--- src/include/rv32_csr_params.svh ---
`ifndef RV32_CSR_PARAMS_SVH
`define RV32_CSR_PARAMS_SVH

// Data, address and counter widths.
`define RV32_XLEN        32
`define RV32_CSR_ADDR_W  12
`define RV32_COUNTER_W   64

// MXL of 1 for a 32-bit hart, only the I extension set.
`define RV32_MISA_VALUE  32'h4000_0100

// Field positions in mstatus.
`define RV32_MSTATUS_MIE_BIT   3
`define RV32_MSTATUS_MPIE_BIT  7
`define RV32_MSTATUS_MPP_LO    11
`define RV32_MSTATUS_MPP_HI    12

// Software, timer and external bits, shared by mie and mip.
`define RV32_IRQ_SOFT_BIT   3
`define RV32_IRQ_TIMER_BIT  7
`define RV32_IRQ_EXT_BIT    11

// Interrupt flag and exception code in mcause.
`define RV32_MCAUSE_CODE_W  4

`endif

--- src/design/rv32_csr_addr_pkg.sv ---
`include "rv32_csr_params.svh"

package rv32_csr_addr_pkg;

    typedef logic [`RV32_CSR_ADDR_W-1:0] csr_addr_t;

    // Machine trap setup and handling.
    localparam csr_addr_t CSR_MSTATUS   = 12'h300;
    localparam csr_addr_t CSR_MISA      = 12'h301;
    localparam csr_addr_t CSR_MIE       = 12'h304;
    localparam csr_addr_t CSR_MTVEC     = 12'h305;
    localparam csr_addr_t CSR_MSCRATCH  = 12'h340;
    localparam csr_addr_t CSR_MEPC      = 12'h341;
    localparam csr_addr_t CSR_MCAUSE    = 12'h342;
    localparam csr_addr_t CSR_MTVAL     = 12'h343;
    localparam csr_addr_t CSR_MIP       = 12'h344;

    // Machine counters.
    localparam csr_addr_t CSR_MCYCLE    = 12'hB00;
    localparam csr_addr_t CSR_MINSTRET  = 12'hB02;
    localparam csr_addr_t CSR_MCYCLEH   = 12'hB80;
    localparam csr_addr_t CSR_MINSTRETH = 12'hB82;

    // User counters, time aliases cycle.
    localparam csr_addr_t CSR_CYCLE     = 12'hC00;
    localparam csr_addr_t CSR_TIME      = 12'hC01;
    localparam csr_addr_t CSR_INSTRET   = 12'hC02;
    localparam csr_addr_t CSR_CYCLEH    = 12'hC80;
    localparam csr_addr_t CSR_TIMEH     = 12'hC81;
    localparam csr_addr_t CSR_INSTRETH  = 12'hC82;

    // Machine information registers.
    localparam csr_addr_t CSR_MVENDORID = 12'hF11;
    localparam csr_addr_t CSR_MARCHID   = 12'hF12;
    localparam csr_addr_t CSR_MIMPID    = 12'hF13;
    localparam csr_addr_t CSR_MHARTID   = 12'hF14;

endpackage

--- src/design/rv32_csr_ops_pkg.sv ---
`include "rv32_csr_params.svh"

package rv32_csr_ops_pkg;

    typedef logic [`RV32_XLEN-1:0]      xlen_t;
    typedef logic [`RV32_COUNTER_W-1:0] counter_t;

    // Code 3 is left undefined; the access unit treats it as no change.
    typedef enum logic [1:0] {
        CSR_OP_WRITE = 2'b00,
        CSR_OP_SET   = 2'b01,
        CSR_OP_CLEAR = 2'b10
    } csr_write_op_e;

    typedef enum logic {
        CSR_SRC_IMM = 1'b0,
        CSR_SRC_REG = 1'b1
    } csr_src_e;

endpackage

--- src/design/rv32_csr_access.sv ---
`timescale 1ns/1ns

`include "rv32_csr_params.svh"

module rv32_csr_access
    import rv32_csr_addr_pkg::*, rv32_csr_ops_pkg::*;
(
    input  logic                           stall,
    input  logic                           flush,
    input  logic                           write,
    input  csr_write_op_e                  write_op,
    input  csr_src_e                       src,
    input  csr_addr_t                      csr,
    input  xlen_t                          rs1_value,
    input  xlen_t                          imm_value,

    input  logic                           mstatus_mie,
    input  logic                           mstatus_mpie,
    input  logic [2:0]                     mie_bits,
    input  logic [2:0]                     mip_bits,
    input  logic [`RV32_XLEN-3:0]          mtvec_base,
    input  logic                           mtvec_mode,
    input  xlen_t                          mscratch,
    input  logic [`RV32_XLEN-3:0]          mepc_word,
    input  logic                           mcause_interrupt,
    input  logic [`RV32_MCAUSE_CODE_W-1:0] mcause_code,
    input  xlen_t                          mtval,

    input  counter_t                       cycle_count,
    input  counter_t                       instret_count,

    output xlen_t                          read_value,
    output xlen_t                          new_value,
    output logic                           write_strobe
);

    xlen_t operand;
    xlen_t mstatus_image;
    xlen_t mcause_image;

    // Spread the three interrupt bits to their mie/mip positions.
    function automatic xlen_t irq_image(input logic [2:0] bits);
        xlen_t img;
        img = '0;
        img[`RV32_IRQ_EXT_BIT]   = bits[2];
        img[`RV32_IRQ_TIMER_BIT] = bits[1];
        img[`RV32_IRQ_SOFT_BIT]  = bits[0];
        return img;
    endfunction

    // Hart runs in machine mode only, so MPP always reads 3.
    always_comb begin
        mstatus_image = '0;
        mstatus_image[`RV32_MSTATUS_MPP_HI:`RV32_MSTATUS_MPP_LO] = 2'b11;
        mstatus_image[`RV32_MSTATUS_MPIE_BIT] = mstatus_mpie;
        mstatus_image[`RV32_MSTATUS_MIE_BIT]  = mstatus_mie;
    end

    always_comb begin
        mcause_image = '0;
        mcause_image[`RV32_XLEN-1] = mcause_interrupt;
        mcause_image[`RV32_MCAUSE_CODE_W-1:0] = mcause_code;
    end

    always_comb begin
        case (csr)
            CSR_MSTATUS:   read_value = mstatus_image;
            CSR_MISA:      read_value = `RV32_MISA_VALUE;
            CSR_MIE:       read_value = irq_image(mie_bits);
            CSR_MTVEC:     read_value = {mtvec_base, 1'b0, mtvec_mode};
            CSR_MSCRATCH:  read_value = mscratch;
            CSR_MEPC:      read_value = {mepc_word, 2'b00};
            CSR_MCAUSE:    read_value = mcause_image;
            CSR_MTVAL:     read_value = mtval;
            CSR_MIP:       read_value = irq_image(mip_bits);
            CSR_MCYCLE,
            CSR_CYCLE,
            CSR_TIME:      read_value = cycle_count[`RV32_XLEN-1:0];
            CSR_MCYCLEH,
            CSR_CYCLEH,
            CSR_TIMEH:     read_value = cycle_count[`RV32_COUNTER_W-1:`RV32_XLEN];
            CSR_MINSTRET,
            CSR_INSTRET:   read_value = instret_count[`RV32_XLEN-1:0];
            CSR_MINSTRETH,
            CSR_INSTRETH:  read_value = instret_count[`RV32_COUNTER_W-1:`RV32_XLEN];
            CSR_MVENDORID,
            CSR_MARCHID,
            CSR_MIMPID,
            CSR_MHARTID:   read_value = '0;
            default:       read_value = '0;
        endcase
    end

    assign operand = (src == CSR_SRC_REG) ? rs1_value : imm_value;

    always_comb begin
        case (write_op)
            CSR_OP_WRITE: new_value = operand;
            CSR_OP_SET:   new_value = read_value | operand;
            CSR_OP_CLEAR: new_value = read_value & ~operand;
            default:      new_value = read_value;
        endcase
    end

    // Stalled or flushed instructions must not commit.
    assign write_strobe = write && !stall && !flush;

endmodule

--- src/design/rv32_csr_counters.sv ---
`timescale 1ns/1ns

module rv32_csr_counters
    import rv32_csr_ops_pkg::*;
(
    input  logic     clk,
    input  logic     reset,
    input  logic     instr_retired,
    input  logic     writeback_flush,
    output counter_t cycle_count,
    output counter_t instret_count
);

    logic retire_valid;

    // A flushed instruction never retires.
    assign retire_valid = instr_retired && !writeback_flush;

    always_ff @(posedge clk) begin
        if (reset) begin
            cycle_count <= '0;
        end else begin
            cycle_count <= cycle_count + 1'b1;
        end
    end

    always_ff @(posedge clk) begin
        if (reset) begin
            instret_count <= '0;
        end else if (retire_valid) begin
            instret_count <= instret_count + 1'b1;
        end
    end

endmodule

--- src/design/rv32_csr_trap_regs.sv ---
`timescale 1ns/1ns

`include "rv32_csr_params.svh"

module rv32_csr_trap_regs
    import rv32_csr_addr_pkg::*, rv32_csr_ops_pkg::*;
(
    input  logic                           clk,
    input  logic                           reset,
    input  logic                           write_strobe,
    input  csr_addr_t                      csr,
    input  xlen_t                          new_value,

    output logic                           mstatus_mie,
    output logic                           mstatus_mpie,
    output logic [2:0]                     mie_bits,
    output logic [2:0]                     mip_bits,
    output logic [`RV32_XLEN-3:0]          mtvec_base,
    output logic                           mtvec_mode,
    output xlen_t                          mscratch,
    output logic [`RV32_XLEN-3:0]          mepc_word,
    output logic                           mcause_interrupt,
    output logic [`RV32_MCAUSE_CODE_W-1:0] mcause_code,
    output xlen_t                          mtval
);

    logic [2:0] irq_field;

    // External, timer, software from high to low.
    assign irq_field = {new_value[`RV32_IRQ_EXT_BIT],
                        new_value[`RV32_IRQ_TIMER_BIT],
                        new_value[`RV32_IRQ_SOFT_BIT]};

    always_ff @(posedge clk) begin
        if (reset) begin
            mstatus_mie      <= 1'b0;
            mstatus_mpie     <= 1'b0;
            mie_bits         <= '0;
            mip_bits         <= '0;
            mtvec_base       <= '0;
            mtvec_mode       <= 1'b0;
            mscratch         <= '0;
            mepc_word        <= '0;
            mcause_interrupt <= 1'b0;
            mcause_code      <= '0;
            mtval            <= '0;
        end else if (write_strobe) begin
            case (csr)
                CSR_MSTATUS: begin
                    mstatus_mie  <= new_value[`RV32_MSTATUS_MIE_BIT];
                    mstatus_mpie <= new_value[`RV32_MSTATUS_MPIE_BIT];
                end
                CSR_MIE: begin
                    mie_bits <= irq_field;
                end
                CSR_MIP: begin
                    mip_bits <= irq_field;
                end
                CSR_MTVEC: begin
                    // Bit 1 is reserved, only direct and vectored modes.
                    mtvec_base <= new_value[`RV32_XLEN-1:2];
                    mtvec_mode <= new_value[0];
                end
                CSR_MSCRATCH: begin
                    mscratch <= new_value;
                end
                CSR_MEPC: begin
                    mepc_word <= new_value[`RV32_XLEN-1:2];
                end
                CSR_MCAUSE: begin
                    mcause_interrupt <= new_value[`RV32_XLEN-1];
                    mcause_code      <= new_value[`RV32_MCAUSE_CODE_W-1:0];
                end
                CSR_MTVAL: begin
                    mtval <= new_value;
                end
                default: begin
                end
            endcase
        end
    end

endmodule

--- src/design/rv32_csrs.sv ---
`timescale 1ns/1ns

`include "rv32_csr_params.svh"

module rv32_csrs
    import rv32_csr_addr_pkg::*, rv32_csr_ops_pkg::*;
(
    input  logic          clk,
    input  logic          reset,
    input  logic          stall,
    input  logic          flush,
    input  logic          writeback_flush,

    input  logic          read,
    input  logic          write,
    input  csr_write_op_e write_op,
    input  csr_src_e      src,
    input  csr_addr_t     csr,
    input  xlen_t         rs1_value,
    input  xlen_t         imm_value,

    input  logic          instr_retired,

    output xlen_t         read_value,
    output counter_t      cycle
);

    logic                           write_strobe;
    xlen_t                          new_value;
    logic                           mstatus_mie;
    logic                           mstatus_mpie;
    logic [2:0]                     mie_bits;
    logic [2:0]                     mip_bits;
    logic [`RV32_XLEN-3:0]          mtvec_base;
    logic                           mtvec_mode;
    xlen_t                          mscratch;
    logic [`RV32_XLEN-3:0]          mepc_word;
    logic                           mcause_interrupt;
    logic [`RV32_MCAUSE_CODE_W-1:0] mcause_code;
    xlen_t                          mtval;
    counter_t                       cycle_count;
    counter_t                       instret_count;

    // Reads have no side effects, read is only part of the pipeline contract.

    rv32_csr_trap_regs u_trap_regs (
        .clk              (clk),
        .reset            (reset),
        .write_strobe     (write_strobe),
        .csr              (csr),
        .new_value        (new_value),
        .mstatus_mie      (mstatus_mie),
        .mstatus_mpie     (mstatus_mpie),
        .mie_bits         (mie_bits),
        .mip_bits         (mip_bits),
        .mtvec_base       (mtvec_base),
        .mtvec_mode       (mtvec_mode),
        .mscratch         (mscratch),
        .mepc_word        (mepc_word),
        .mcause_interrupt (mcause_interrupt),
        .mcause_code      (mcause_code),
        .mtval            (mtval)
    );

    rv32_csr_counters u_counters (
        .clk             (clk),
        .reset           (reset),
        .instr_retired   (instr_retired),
        .writeback_flush (writeback_flush),
        .cycle_count     (cycle_count),
        .instret_count   (instret_count)
    );

    rv32_csr_access u_access (
        .stall            (stall),
        .flush            (flush),
        .write            (write),
        .write_op         (write_op),
        .src              (src),
        .csr              (csr),
        .rs1_value        (rs1_value),
        .imm_value        (imm_value),
        .mstatus_mie      (mstatus_mie),
        .mstatus_mpie     (mstatus_mpie),
        .mie_bits         (mie_bits),
        .mip_bits         (mip_bits),
        .mtvec_base       (mtvec_base),
        .mtvec_mode       (mtvec_mode),
        .mscratch         (mscratch),
        .mepc_word        (mepc_word),
        .mcause_interrupt (mcause_interrupt),
        .mcause_code      (mcause_code),
        .mtval            (mtval),
        .cycle_count      (cycle_count),
        .instret_count    (instret_count),
        .read_value       (read_value),
        .new_value        (new_value),
        .write_strobe     (write_strobe)
    );

    assign cycle = cycle_count;

endmodule

--- config.mk ---
export PLATFORM = sky130hd
export DESIGN_NAME = rv32_csrs
export DESIGN_NICKNAME = d
export VERILOG_FILES = /design/src/design/rv32_csr_addr_pkg.sv /design/src/design/rv32_csr_ops_pkg.sv /design/src/design/rv32_csr_access.sv /design/src/design/rv32_csr_counters.sv /design/src/design/rv32_csr_trap_regs.sv /design/src/design/rv32_csrs.sv
export VERILOG_INCLUDE_DIRS = /design/src /design/src/include
export SDC_FILE = /design/constraint.sdc
export NUM_CORES = 1
export LEC_CHECK = 0
export BUFFER_PORTS_ARGS = -buffer_cell sky130_fd_sc_hd__buf_2
export CORE_MARGIN = 2
export CORE_UTILIZATION = 50
export DETAILED_ROUTE_END_ITERATION = 8
export GPL_TIMING_DRIVEN = 1
export PLACE_DENSITY = 0.8
export SETUP_SLACK_MARGIN = 0.02
export SKIP_LAST_GASP = 1
export SYNTH_ARGS = -nofsm -noshare
export SYNTH_HDL_FRONTEND = slang
export SYNTH_SLANG_ARGS = --single-unit
--- constraint.sdc ---
create_clock -name clk -period 5.14 [get_ports clk]
set_input_delay 0.257 -clock clk [delete_from_list [all_inputs] [get_ports clk]]
set_output_delay 0.257 -clock clk [all_outputs]
set_load 0.03 [all_outputs]
==> summary.txt <==
# clock sinks: 266
Share of cells above drive strength 1: 18.1%
Top-area cell type share of the netlist area: 36.3%
Htree depth: 1
RD Place Congestion: 0.934
Post-Syn Area: 0.0147 sq mm
Post-synth EDFFs: 0
Grt total ovfl: 0
Chip width: 175 um
Vias per inst: 6.22
Core ar.: 0.0288 sq mm
Sum Neg Setup Slack: 0 ps
Largest family of logic cells by synthesized area: simple AND/OR/NAND/NOR gates
Most frequent cell on the critical path: buf_2
Crit-path cells: buf_2, or4b_1, a211oi_2, a22oi_1, nand3_1, buf_2
Pwr dens: 269 mW/mm^2
Router iterations before antenna repair: 7
Worst Path Required: 4880 ps
Post-CTS resize count: 0
Layout Area Growth over Synthesis: 13.8%
Clk slew on worst S/H paths: 60 ps
Maximum clock frequency: 0.286 GHz
Critical Path End Type: output port
Largest net degree at the start of global routing: 116
PortBufs: 181
Mux cell area share after synthesis: 7.62%
Fill cells: 2,559
CTS Buf Count: 29
Most used DFF post-synth: dfxtp_1
Max Cap Violations: 0
Total number of yosys warnings: 0
Min Tclk post-route: 3490 ps
Vias in the first global route: 13.2k
DRT antenna net count: 0
Fin. Hold Viols: 0
Die Ht: 175 um
Storage element area: 0.00533 sq mm
Total power: 4.48 mW
Nets: 1,977
CTS Buffer Depth: 3
Slew Viols, Final: 0
Sequential fraction of the synthesis area: 36.3%
Num ports: 183
Total number of vias: 14.3k
Worst min-delay path class: in -> reg
Post-route cell area: 0.0167 sq mm
Status: finished, final reports clean
# DRC: 0
Wire length per cell: 20.6 um
Post-Synthesis Net Count: 1,871
Slew headroom: 17.5%
RSZ-0062 raised after global routing: false
CTS tree: done
Type of origin of the critical path: input port
Slew @ Worst Pin: 1230 ps
Row cnt: 62
Gr usage total: 29.7%
Placed inst area: 0.0157 sq mm
First-pass GRT wire length: 72,900 um
XOR/XNOR Fraction of Synth Area: 8.06%
Critical Path AT: 3240 ps
DRT iter0 DRCs: 1,759
Hold Buf Count CTS: 0
Worst skew pair latency: 570 ps
Syn_area_per_cell: 8.23 sq um
Count of cell types in the netlist: 74
Setup Viol. Count Final: 0
Post-Syn Instances: 1,782
CP max stage delay: 1070 ps
Die ar.: 0.0307 sq mm
Slowest cell on crit path: a211oi_2
LEAKAGE: 5.96 nW
Setup Buffers After CTS: 0
Max VDD drop: 0.234 mV
Compound-Gate Fraction of Synth Area: 14.6%
WL final: 47,200 um
Final HPWL DP: 32,700 um
Area of the multi-input gates: 0.00875 sq mm
Largest cells by area after synthesis: dfxtp_1 (36%), mux2i_1 (6.0%), nand2_1 (5.4%)
Initial antenna violation count: 3
Yosys reg bits: 266
Async set or reset register ratio after synthesis: 0%
Hold Slack: 94.9 ps
Fin crit share: 68.0%
CP Max Fanout: 25
Initial cell density of the core: 50.9%
Adder-cell area share of the yosys netlist: 0.171%
Yosys top cell by area: dfxtp_1
Worst Clk Skew: 21.6 ps
CP Class: in -> out
Simple logic cell fraction of the synthesized area: 28.8%
Root buffer cell: clkbuf_16
[where the power goes]
part / switching, mW / internal (mW) / total [mW]
combinational: 0.191 / 0.108 / 0.299
clock: 0.866 / 1.24 / 2.11
sequential: 0.00599 / 2.06 / 2.07
[synthesized netlist by cell type, types with 4 or more instances]
cell / count
o2bb2ai_1: 11
nand3_1: 85
dfxtp_1: 266
o211ai_1: 13
and2_1: 12
inv_1: 24
nor4_2: 18
buf_6: 4
xnor2_1: 85
a22oi_1: 15
o32ai_1: 6
a21oi_1: 123
o21ai_0: 76
mux2i_1: 88
nor2_1: 191
nand2_1: 210
o221ai_1: 4
nand3b_1: 56
or2_2: 17
o21ai_1: 9
nor4b_1: 5
or3_1: 16
nor3b_1: 9
buf_2: 26
and4_1: 16
nor4_1: 15
clkbuf_1: 84
xor2_1: 50
nand4bb_1: 5
nand4_1: 49
nor3_2: 5
o31ai_1: 11
mux2_2: 17
o22ai_1: 4
or3b_2: 9
a41oi_2: 10
nor3_1: 25
buf_1: 10
o32a_1: 6
nand2b_1: 7
and3_1: 20
a22o_1: 12
a32oi_1: 4
[registers in the layout, indices dropped and copies added, names as in the netlist, 3 cells and up]
name                      flops
u_trap_regs.mcause_code       4
u_counters.cycle_count       64
u_trap_regs.mtval            32
u_trap_regs.mepc_word        30
u_trap_regs.mscratch         32
u_trap_regs.mtvec_base       30
u_trap_regs.mip_bits          3
u_trap_regs.mie_bits          3
u_counters.instret_count     64
[layout by cell type, fill, tap and decap left out, types with 21 or more instances in the layout]
cell       instances
buf_4             21
nor2_1           191
nand3_1           85
nor3_1            25
nand2_1          208
nand4_1           49
inv_1             24
xnor2_1           85
mux2i_1           88
xor2_1            50
o21ai_0           76
nand3b_1          56
a21oi_1          123
clkbuf_16         29
buf_2            180
dfxtp_1          266
[logic make-up after synthesis]
logic type | count (synthesis)
xor gates and xnor gates | 135
muxes | 107
and+or+nand+nor | 792
buffers and inverters | 151
AOI/OAI and AO/OA | 329
adders and majority gates | 2
DFF | 266
[worst paths after layout]
check	start	end	slack, ps	cells past startpoint
min reg2reg	u_trap_regs.mepc_word[16]$_SDFFE_PP0P_	u_trap_regs.mepc_word[16]$_SDFFE_PP0P_	450	2
max reg2reg	u_counters.cycle_count[1]$_SDFF_PP0_	u_counters.cycle_count[58]$_SDFF_PP0_	2070	7
min	writeback_flush	u_counters.instret_count[0]$_SDFFE_PP0P_	90	4
max	csr[11]	read_value[27]	1650	6
[layout make-up]
cell class | count | share of cell area, %
antenna | 3 | 0.0450
clock buffer | 45 | 5.13
sequential | 266 | 31.9
multi-input combinational | 1365 | 52.4
clock inverter | 8 | 0.630
tap | 384 | 2.88
timing repair buffer | 202 | 6.41
inverter | 24 | 0.540
[worst max-delay path, delay by kind of cell]
family	cells	cell delay, ps
AOI/OAI and AO/OA	2	1350
buffers and inverters	2	610
and+or+nand+nor	2	1010
[routing by layer]
metal / global-route usage [%] / vias up / routed length [um]
li1: - / 6572 / -
met1: 40.4 / 6780 / 19300
met2: 47.1 / 796 / 21200
met3: 4.22 / 134 / 4630
met4: 12.8 / 0 / 2020
met5: 0 / - / 0
[through the flow]
step                setup slack [ps]  cells  util (%)
floorplan                       2600   1782         -
global placement                1790   2241      54.6
detailed placement              1740   2241      54.6
CTS                             1820   2294      57.9
global route                    1590   2297      58.0
finish                          1650   2297      58.0
No activity file was read; power rests on OpenSTA's default activity.
